==> src/alu_pkg.sv <==
package alu_pkg;

   typedef enum logic [2:0] {
      OP_NONE = 3'd0,
      OP_ADD  = 3'd1,
      OP_SUB  = 3'd2,
      OP_MUL  = 3'd3,
      OP_DIV  = 3'd4
   } alu_op_e;

   typedef enum logic [2:0] {
      ST_IDLE      = 3'd0,
      ST_SIGN_B    = 3'd1,
      ST_MUL       = 3'd2,
      ST_DIV_SHIFT = 3'd3,
      ST_DIV_CMP   = 3'd4,
      ST_DIV_CNT   = 3'd5,
      ST_SIGN_Q    = 3'd6
   } alu_state_e;

   // operand pair presented to the shared adder
   typedef enum logic [2:0] {
      SEL_ADD     = 3'd0,
      SEL_SUB     = 3'd1,
      SEL_NEG_A   = 3'd2,
      SEL_NEG_B   = 3'd3,
      SEL_MUL_ACC = 3'd4,
      SEL_DIV_TRY = 3'd5,
      SEL_CNT_DEC = 3'd6,
      SEL_NEG_Q   = 3'd7
   } adder_sel_e;

   typedef struct packed {
      adder_sel_e adder_sel;
      logic       load_a;
      logic       load_b;
      logic       load_from_adder; // negated value instead of the raw input
      logic       clear;
      logic       mul_step;
      logic       div_shift;
      logic       div_restore;
      logic       cnt_step;
      logic       q_load;
   } dp_ctrl_t;

   typedef struct packed {
      logic a_neg;
      logic b_neg;
      logic a_rest_zero;
      logic b_msb;
      logic adder_ovf;
      logic adder_neg;
      logic cnt_zero;
   } dp_status_t;

endpackage

==> src/alu_adder.sv <==
`timescale 1ns/1ps
module alu_adder #(
   parameter int DATA_WIDTH = 16
) (
   input  logic signed [DATA_WIDTH-1:0] i_a,
   input  logic signed [DATA_WIDTH-1:0] i_b,
   output logic signed [DATA_WIDTH-1:0] o_q,
   output logic                         o_ovf
);

   assign o_q = i_a + i_b;

   // operands of equal sign giving a sum of the other sign
   assign o_ovf = (i_a[DATA_WIDTH-1] == i_b[DATA_WIDTH-1]) &&
                  (o_q[DATA_WIDTH-1] != i_a[DATA_WIDTH-1]);

endmodule

==> src/alu_adder_mux.sv <==
`timescale 1ns/1ps
module alu_adder_mux import alu_pkg::*; #(
   parameter int DATA_WIDTH = 16
) (
   input  adder_sel_e                      i_sel,
   input  logic signed [DATA_WIDTH-1:0]    i_a,
   input  logic signed [DATA_WIDTH-1:0]    i_b,
   input  logic [DATA_WIDTH-1:0]           i_areg,
   input  logic [DATA_WIDTH-1:0]           i_breg,
   input  logic [DATA_WIDTH-1:0]           i_rem,
   input  logic [DATA_WIDTH-1:0]           i_q,
   input  logic [$clog2(DATA_WIDTH)-1:0]   i_cnt,
   output logic signed [DATA_WIDTH-1:0]    o_add_a,
   output logic signed [DATA_WIDTH-1:0]    o_add_b
);

   localparam int CNT_W = $clog2(DATA_WIDTH);
   localparam logic [DATA_WIDTH-1:0] ONE = DATA_WIDTH'(1);

   logic [DATA_WIDTH-1:0] cnt_wide;

   assign cnt_wide = {{(DATA_WIDTH-CNT_W){1'b0}}, i_cnt};

   always_comb begin
      o_add_a = i_a;
      o_add_b = i_b;
      case (i_sel)
         SEL_ADD: begin
            o_add_a = i_a;
            o_add_b = i_b;
         end
         SEL_SUB: begin
            o_add_a = i_a;
            o_add_b = ~i_b + ONE;
         end
         SEL_NEG_A: begin
            o_add_a = ~i_a;
            o_add_b = ONE;
         end
         SEL_NEG_B: begin
            o_add_a = ~i_b;
            o_add_b = ONE;
         end
         SEL_MUL_ACC: begin
            o_add_a = i_q;
            o_add_b = i_breg;
         end
         SEL_DIV_TRY: begin
            o_add_a = i_rem;
            o_add_b = ~i_breg + ONE; // trial subtraction of the divisor
         end
         SEL_CNT_DEC: begin
            o_add_a = cnt_wide;
            o_add_b = '1;
         end
         SEL_NEG_Q: begin
            o_add_a = ~i_q;
            o_add_b = ONE;
         end
         default: begin
            o_add_a = i_areg; // unreachable, the enum is fully decoded
            o_add_b = i_b;
         end
      endcase
   end

endmodule

==> src/alu_operand_regs.sv <==
`timescale 1ns/1ps
module alu_operand_regs import alu_pkg::*; #(
   parameter int DATA_WIDTH = 16
) (
   input  logic                            i_clk,
   input  logic                            i_nrst,
   input  dp_ctrl_t                        i_ctrl,
   input  logic [DATA_WIDTH-1:0]           i_a,
   input  logic [DATA_WIDTH-1:0]           i_b,
   input  logic [DATA_WIDTH-1:0]           i_sum,
   input  logic                            i_sum_ovf,
   output logic [DATA_WIDTH-1:0]           o_areg,
   output logic [DATA_WIDTH-1:0]           o_breg,
   output logic [DATA_WIDTH-1:0]           o_rem,
   output logic [DATA_WIDTH-1:0]           o_q,
   output logic [$clog2(DATA_WIDTH)-1:0]   o_cnt,
   output dp_status_t                      o_status
);

   localparam int CNT_W = $clog2(DATA_WIDTH);

   logic [DATA_WIDTH-1:0] areg;
   logic [DATA_WIDTH-1:0] breg;
   logic [DATA_WIDTH-1:0] rem;
   logic [DATA_WIDTH-1:0] q;
   logic [CNT_W-1:0]      cnt;
   logic                  a_from_adder;
   logic                  b_from_adder;
   logic                  acc_en;

   // the adder only carries a negation for the operand that the select names
   assign a_from_adder = i_ctrl.load_from_adder && (i_ctrl.adder_sel == SEL_NEG_A);
   assign b_from_adder = i_ctrl.load_from_adder && (i_ctrl.adder_sel == SEL_NEG_B);
   assign acc_en       = i_ctrl.mul_step && areg[0];

   always_ff @(posedge i_clk or negedge i_nrst) begin
      if (!i_nrst) begin
         q   <= '0;
         cnt <= '0;
      end else if (i_ctrl.clear) begin
         q   <= '0;
         cnt <= CNT_W'(DATA_WIDTH-1);
      end else begin
         if (i_ctrl.q_load || acc_en)
            q <= i_sum;
         if (i_ctrl.div_restore)
            q[cnt] <= 1'b1; // quotient bits fill from the top down
         if (i_ctrl.cnt_step)
            cnt <= i_sum[CNT_W-1:0];
      end
   end

   always_ff @(posedge i_clk) begin
      if (i_ctrl.load_a)
         areg <= a_from_adder ? i_sum : i_a;
      else if (i_ctrl.mul_step)
         areg <= areg >> 1;

      if (i_ctrl.load_b)
         breg <= b_from_adder ? i_sum : i_b;
      else if (i_ctrl.mul_step)
         breg <= breg << 1;

      if (i_ctrl.clear)
         rem <= '0;
      else if (i_ctrl.div_shift)
         rem <= {rem[DATA_WIDTH-2:0], areg[cnt]};
      else if (i_ctrl.div_restore)
         rem <= i_sum;
   end

   assign o_status.a_neg       = i_a[DATA_WIDTH-1];
   assign o_status.b_neg       = i_b[DATA_WIDTH-1];
   assign o_status.a_rest_zero = (areg[DATA_WIDTH-1:1] == '0);
   // a set top bit only matters while multiplier bits are still to be added
   assign o_status.b_msb       = breg[DATA_WIDTH-1] && (areg != '0);
   assign o_status.adder_ovf   = i_sum_ovf && !(i_ctrl.mul_step && !areg[0]);
   assign o_status.adder_neg   = i_sum[DATA_WIDTH-1];
   assign o_status.cnt_zero    = (cnt == '0);

   assign o_areg = areg;
   assign o_breg = breg;
   assign o_rem  = rem;
   assign o_q    = q;
   assign o_cnt  = cnt;

endmodule

==> src/alu_ctrl.sv <==
`timescale 1ns/1ps
module alu_ctrl import alu_pkg::*; (
   input  logic       i_clk,
   input  logic       i_nrst,
   input  alu_op_e    i_op,
   input  dp_status_t i_status,
   output dp_ctrl_t   o_ctrl,
   output logic       o_ovf,
   output logic       o_accept
);

   alu_state_e state_q;
   alu_state_e state_d;
   logic       res_neg_q;
   logic       res_neg_d;
   logic       is_mul_q;
   logic       is_mul_d;
   logic       accept_d;
   logic       ovf_d;
   logic       sub_ovf;
   logic       any_neg;

   // the adder sees a plus negated b, so the range check uses the raw signs
   assign sub_ovf = (i_status.a_neg != i_status.b_neg) &&
                    (i_status.adder_neg != i_status.a_neg);
   assign any_neg = i_status.a_neg || i_status.b_neg;

   always_comb begin
      o_ctrl    = '0;
      state_d   = state_q;
      res_neg_d = res_neg_q;
      is_mul_d  = is_mul_q;
      accept_d  = 1'b0;
      ovf_d     = 1'b0;

      case (state_q)
         ST_IDLE: begin
            // a request still held during the accept pulse is the old one
            if (!o_accept) begin
               case (i_op)
                  OP_ADD: begin
                     o_ctrl.adder_sel = SEL_ADD;
                     o_ctrl.q_load    = 1'b1;
                     accept_d         = 1'b1;
                     ovf_d            = i_status.adder_ovf;
                  end
                  OP_SUB: begin
                     o_ctrl.adder_sel = SEL_SUB;
                     o_ctrl.q_load    = 1'b1;
                     accept_d         = 1'b1;
                     ovf_d            = sub_ovf;
                  end
                  OP_MUL, OP_DIV: begin
                     o_ctrl.adder_sel       = i_status.a_neg ? SEL_NEG_A : SEL_NEG_B;
                     o_ctrl.clear           = 1'b1;
                     o_ctrl.load_a          = 1'b1;
                     o_ctrl.load_b          = 1'b1;
                     o_ctrl.load_from_adder = any_neg;
                     res_neg_d              = i_status.a_neg ^ i_status.b_neg;
                     is_mul_d               = (i_op == OP_MUL);
                     if (any_neg && i_status.adder_ovf) begin
                        accept_d = 1'b1; // most negative operand has no magnitude
                        ovf_d    = 1'b1;
                     end else if (i_status.a_neg && i_status.b_neg)
                        state_d = ST_SIGN_B;
                     else
                        state_d = (i_op == OP_MUL) ? ST_MUL : ST_DIV_SHIFT;
                  end
                  default: ;
               endcase
            end
         end
         ST_SIGN_B: begin
            o_ctrl.adder_sel       = SEL_NEG_B;
            o_ctrl.load_b          = 1'b1;
            o_ctrl.load_from_adder = 1'b1;
            if (i_status.adder_ovf) begin
               accept_d = 1'b1;
               ovf_d    = 1'b1;
               state_d  = ST_IDLE;
            end else
               state_d = is_mul_q ? ST_MUL : ST_DIV_SHIFT;
         end
         ST_MUL: begin
            o_ctrl.adder_sel = SEL_MUL_ACC;
            o_ctrl.mul_step  = 1'b1;
            if (i_status.adder_ovf || i_status.b_msb) begin
               accept_d = 1'b1;
               ovf_d    = 1'b1;
               state_d  = ST_IDLE;
            end else if (i_status.a_rest_zero) begin
               if (res_neg_q)
                  state_d = ST_SIGN_Q;
               else begin
                  accept_d = 1'b1;
                  state_d  = ST_IDLE;
               end
            end
         end
         ST_DIV_SHIFT: begin
            o_ctrl.div_shift = 1'b1;
            state_d          = ST_DIV_CMP;
         end
         ST_DIV_CMP: begin
            o_ctrl.adder_sel   = SEL_DIV_TRY;
            o_ctrl.div_restore = !i_status.adder_neg; // divisor fits into the remainder
            state_d            = ST_DIV_CNT;
         end
         ST_DIV_CNT: begin
            o_ctrl.adder_sel = SEL_CNT_DEC;
            if (i_status.cnt_zero) begin
               if (res_neg_q)
                  state_d = ST_SIGN_Q;
               else begin
                  accept_d = 1'b1;
                  state_d  = ST_IDLE;
               end
            end else begin
               o_ctrl.cnt_step = 1'b1;
               state_d         = ST_DIV_SHIFT;
            end
         end
         ST_SIGN_Q: begin
            o_ctrl.adder_sel = SEL_NEG_Q;
            o_ctrl.q_load    = 1'b1;
            accept_d         = 1'b1;
            state_d          = ST_IDLE;
         end
         default: state_d = ST_IDLE;
      endcase
   end

   always_ff @(posedge i_clk or negedge i_nrst) begin
      if (!i_nrst) begin
         state_q   <= ST_IDLE;
         res_neg_q <= 1'b0;
         is_mul_q  <= 1'b0;
         o_accept  <= 1'b0;
         o_ovf     <= 1'b0;
      end else begin
         state_q   <= state_d;
         res_neg_q <= res_neg_d;
         is_mul_q  <= is_mul_d;
         o_accept  <= accept_d;
         o_ovf     <= ovf_d;
      end
   end

endmodule

==> src/sequential_alu.sv <==
`timescale 1ns/1ps
module sequential_alu import alu_pkg::*; #(
   parameter int DATA_WIDTH = 16
) (
   input  logic                         i_clk,
   input  logic                         i_nrst,
   input  alu_op_e                      i_op,
   input  logic signed [DATA_WIDTH-1:0] i_a,
   input  logic signed [DATA_WIDTH-1:0] i_b,
   output logic signed [DATA_WIDTH-1:0] o_q,
   output logic                         o_ovf,
   output logic                         o_zero,
   output logic                         o_accept
);

   localparam int CNT_W = $clog2(DATA_WIDTH);

   dp_ctrl_t                     ctrl;
   dp_status_t                   status;
   logic [DATA_WIDTH-1:0]        areg;
   logic [DATA_WIDTH-1:0]        breg;
   logic [DATA_WIDTH-1:0]        rem;
   logic [CNT_W-1:0]             cnt;
   logic signed [DATA_WIDTH-1:0] add_a;
   logic signed [DATA_WIDTH-1:0] add_b;
   logic signed [DATA_WIDTH-1:0] sum;
   logic                         sum_ovf;

   assign o_zero = (i_op == OP_DIV) && (i_b == '0);

   alu_ctrl ctrl_i (
      .i_clk    (i_clk),
      .i_nrst   (i_nrst),
      .i_op     (i_op),
      .i_status (status),
      .o_ctrl   (ctrl),
      .o_ovf    (o_ovf),
      .o_accept (o_accept)
   );

   alu_operand_regs #(.DATA_WIDTH(DATA_WIDTH)) regs_i (
      .i_clk     (i_clk),
      .i_nrst    (i_nrst),
      .i_ctrl    (ctrl),
      .i_a       (i_a),
      .i_b       (i_b),
      .i_sum     (sum),
      .i_sum_ovf (sum_ovf),
      .o_areg    (areg),
      .o_breg    (breg),
      .o_rem     (rem),
      .o_q       (o_q),
      .o_cnt     (cnt),
      .o_status  (status)
   );

   alu_adder_mux #(.DATA_WIDTH(DATA_WIDTH)) mux_i (
      .i_sel   (ctrl.adder_sel),
      .i_a     (i_a),
      .i_b     (i_b),
      .i_areg  (areg),
      .i_breg  (breg),
      .i_rem   (rem),
      .i_q     (o_q),
      .i_cnt   (cnt),
      .o_add_a (add_a),
      .o_add_b (add_b)
   );

   alu_adder #(.DATA_WIDTH(DATA_WIDTH)) adder_i (
      .i_a   (add_a),
      .i_b   (add_b),
      .o_q   (sum),
      .o_ovf (sum_ovf)
   );

endmodule

==> config.mk <==
export PLATFORM = sky130hd
export DESIGN_NAME = sequential_alu
export DESIGN_NICKNAME = d
export VERILOG_FILES = /design/src/alu_pkg.sv /design/src/alu_adder.sv /design/src/alu_adder_mux.sv /design/src/alu_operand_regs.sv /design/src/alu_ctrl.sv /design/src/sequential_alu.sv
export SDC_FILE = /design/constraint.sdc
export NUM_CORES = 1
export LEC_CHECK = 0
export BUFFER_PORTS_ARGS = -buffer_cell sky130_fd_sc_hd__buf_2
export CORE_AREA = 2 2 139 141
export DETAILED_ROUTE_END_ITERATION = 8
export DIE_AREA = 0 0 141 143
export PLACE_DENSITY = 0.56
export SETUP_SLACK_MARGIN = 0.05
export SYNTH_ARGS = -nofsm -noshare
export SYNTH_HDL_FRONTEND = slang
export SYNTH_SLANG_ARGS = --single-unit
==> constraint.sdc <==
create_clock -name i_clk -period 7.45 [get_ports i_clk]
set_input_delay 0.745 -clock i_clk [delete_from_list [all_inputs] [get_ports i_clk]]
set_output_delay 0.745 -clock i_clk [all_outputs]
set_load 0.02 [all_outputs]
==> qor.txt <==
yosys warns -> 0
Pwr Density -> 551.1 mW/mm^2
RR Startpoint -> ctrl_i.state_q[0]$_DFFE_PN0P_
kind of critical path -> reg2reg
Post-synth EDFFs -> 32
Synth Instances -> 779
share of Yosys cell area claimed by the top area cell type -> 14.95%
Vias/cell -> 6.100
area of the core -> 0.01858 sq mm
synthesized net count -> 835
period utilisation layout -> 80.85%
worst path required time -> 7.68 ns
worst path bufs/invs -> 2
Initial Utilization -> 34.60%
setup TNS -> 0 ns
Layout fillers -> 1928
Clk Latency, worst-skew pair -> 0.35 ns
cell accounting for the most synthesized area -> edfxtp_1
vias post-DR -> 6368
mux share of post-synthesis cell area -> 9.070%
Slew Limit Headroom -> 15.58%
multi-input logic area -> 0.004189 sq mm
simple-gate area share of the yosys netlist -> 18.70%
sw frac -> 53.53%
die area -> 0.02016 sq mm
Worst path slowest cell -> or3b_1
clock power share -> 11.4%
slowest stage delay, CP -> 0.59 ns
combinational power share -> 66.2%
Residual DRC -> 0
final hold vios -> 0
layout cell share with drive strength beyond 1 -> 14.69%
commonest non-fill, non-tap cell in the layout -> nand2_1
hold buffer count at CTS -> 0
routed len/inst -> 21.81 um
first-pass detailed-route iteration total -> 5
number of max-cap violations -> 0
sequential-to-total area share from yosys stat -> 30.44%
WP data arrival -> 6.26 ns
Layout area overhead -> 11.68%
Internal -> 1.839 mW
post-CTS setup buffer count -> 0
fin crit period -> 6.024 ns
status -> completed
final wirelength -> 22770 um
worst path cell trace -> or3b_1 > buf_4 > mux2i_1 > nand3_1 > a21oi_1 > nor2b_1 > xnor2_1 > a21oi_1 > o21ai_0 > ha_1 > a21o_1 > a21oi_1 > o22ai_1 > a211oi_1 > xnor2_1 > xnor2_2 > and2_1 > buf_4 > mux2i_1 > a21oi_1
Post-DRT Antenna Nets -> 0
Reg2Reg Depth -> 20
io pins -> 56
clock-pin slew on the worst setup and hold paths -> 0.07 ns
crit end category -> register
first-pass GRT wire length -> 35100 um
Max Clock Skew -> 0.006495 ns
TritonCTS clock tree -> yes
Die Y-Extent -> 143 um
Avg Inst Size Synth -> 8.252 sq um
asr flop ratio synth -> 36.00%
IO buf count -> 55
CTS resizes -> 0
crit path max fanout -> 22
area fraction in compound gates after synthesis -> 27.58%
worst slew pin tran -> 1.266 ns
XOR/XNOR Fraction of Synth Area -> 5.839%
fin area -> 0.007179 sq mm
leakage power -> 2.907 nW
sequential cell area -> 0.001957 sq mm
CTS Buffer Depth -> 2
RePlAce Congestion -> 0.8979
switching power -> 2.118 mW
H-tree depth -> 3
Peak VDD IR -> 0.2484 mV
cell repeated most along the worst path -> a21oi_1
adder-cell share of the synthesized area -> 3.815%
pins over their slew limit -> 0
All-Layer GR Usage -> 22.73%
setup violators final -> 0
Synth Register Bits -> 75
Top delay family on crit path -> compound AO/OA/AOI/OAI gates
Reg power frac -> 22.3%
starting DRC count in detailed routing -> 788
WP depth -> 20
Final HPWL DP -> 16940 um
Synth Cell Area -> 0.006429 sq mm
synth top area cells -> edfxtp_1 15%, dfrtp_1 11%, mux2i_1 6.7%
most frequent cells in the layout -> 106 x nand2_1, 73 x o21ai_0, 61 x nor2_1, 55 x a21oi_1, 55 x buf_2
Worst Hold Class -> in2async
Num CTS Buffers -> 9
cell row count -> 50
gr ovfl total -> 0
R2R Path End -> regs_i.o_rem[10]$_SDFFE_PP0P_
largest family of logic cells by synthesized area -> compound AO/OA/AOI/OAI gates
startpoint type of the worst setup path -> register
largest net degree at the start of global routing -> 40
Root Driver -> clkbuf_16
RSZ-0062 raised after global routing -> no
NumNets Final -> 861
antenna violations before repair -> 0
Placed Area -> 0.006883 sq mm
DIE WIDTH -> 141 um
R2R setup slack -> 1.43 ns
Max Fclk -> 0.1660 GHz
# clock sinks -> 75
Inserted Diodes -> 0
Netlist cell types -> 75
predominant post-synthesis flop cell -> edfxtp_1
vias in the first global route -> 5889
[Yosys cell counts (all sizes together) (5+ instances only)]
| cell type | n |
|---|---|
| o21ai | 76 |
| and2 | 5 |
| o221ai | 11 |
| a22oi | 31 |
| nand4 | 7 |
| nor2b | 5 |
| mux2i | 44 |
| o22ai | 15 |
| edfxtp | 32 |
| nand2b | 12 |
| nand2 | 106 |
| a21oi | 57 |
| a21o | 5 |
| dfxtp | 16 |
| a211oi | 7 |
| xor2 | 25 |
| nand3b | 7 |
| mux4 | 5 |
| clkbuf | 42 |
| o31ai | 5 |
| buf | 15 |
| a31oi | 10 |
| xnor2 | 17 |
| o211ai | 11 |
| a221oi | 14 |
| dfrtp | 27 |
| nand3 | 8 |
| nor4 | 10 |
| nor2 | 61 |
| inv | 11 |
| ha | 18 |
| nor3 | 18 |
[through the flow]
stage	instances	worst slack [ns]	power, mW	hold slack (ns)	util (%)
4_1_cts	1044	1.579	3.897	0.4380	38.64
5_1_grt	1044	1.122	4.204	0.4696	38.64
3_5_place_dp	1028	1.539	3.432	0.4685	37.04
2_1_floorplan	779	2.071	2.618	0.4466	-
3_3_place_gp	1028	1.725	3.444	0.4651	37.04
6_report	1044	1.427	3.957	0.4184	38.64
[worst register-to-register path: cells and delay by family (launching register included)]
kind,cells,cell delay (ns)
flip-flops,1,0.38
XOR/XNOR,3,0.68
adder cells (fa/ha/maj),1,0.35
multiplexers,2,0.52
AO/OA/AOI/OAI,8,1.77
AND/OR/NAND/NOR,4,1.56
buffers and inverters,2,0.63
[metal layers]
layer | up-vias | track usage [%] | wire length, um
met5 | - | 0 | 0
met4 | 0 | 5.105 | 365
met3 | 34 | 4.594 | 2007
met2 | 306 | 33.97 | 9728
met1 | 3053 | 33.74 | 10670
li1 | 2975 | - | -
[worst max path at each step]
stage                                   from  slack [ns]                       endpoint
5_1_grt        ctrl_i.state_q[0]$_DFFE_PN0P_        1.12  regs_i.o_rem[10]$_SDFFE_PP0P_
6_report       ctrl_i.state_q[0]$_DFFE_PN0P_        1.43  regs_i.o_rem[10]$_SDFFE_PP0P_
2_1_floorplan  ctrl_i.state_q[1]$_DFFE_PN0P_        2.07        regs_i.o_q[4]$_DFF_PN0_
3_5_place_dp                          i_b[5]        1.54  regs_i.o_rem[10]$_SDFFE_PP0P_
4_1_cts        ctrl_i.state_q[1]$_DFFE_PN0P_        1.58  regs_i.o_rem[10]$_SDFFE_PP0P_
3_3_place_gp                          i_b[5]        1.72  regs_i.o_rem[10]$_SDFFE_PP0P_
[cells by family after synthesis]
| family | count (synthesis) |
|---|---|
| muxes | 51 |
| AOI/OAI and AO/OA | 267 |
| xor gates and xnor gates | 42 |
| adders and majority gates | 19 |
| and+or+nand+nor | 257 |
| buffers and inverters | 68 |
| DFF | 75 |
[sequential cells by signal, indices dropped and copies added, names as in the netlist]
name / count
ctrl_i.state_q: 3
regs_i.o_q: 16
regs_i.o_areg: 16
regs_i.o_cnt: 4
ctrl_i.res_neg_q: 1
ctrl_i.o_accept: 1
ctrl_i.is_mul_q: 1
ctrl_i.o_ovf: 1
regs_i.o_breg: 16
regs_i.o_rem: 16
[area by class of cell]
cell class	instances	area share, %
multi-input combinational	636	58.35
sequential	75	27.26
timing repair buffer	72	5.612
tap	234	4.078
clock buffer	11	3.538
clock inverter	5	0.5925
inverter	11	0.5751
[power by group through the flow]
stage / registers, mW / clock network, mW / logic (mW)
detailed placement: 0.889 / 0 / 2.54
global placement: 0.890 / 0 / 2.55
global route: 0.912 / 0.472 / 2.82
finish: 0.884 / 0.451 / 2.62
CTS: 0.881 / 0.460 / 2.56
floorplan: 0.864 / 0 / 1.75
Power figures use the tool's default switching activity.
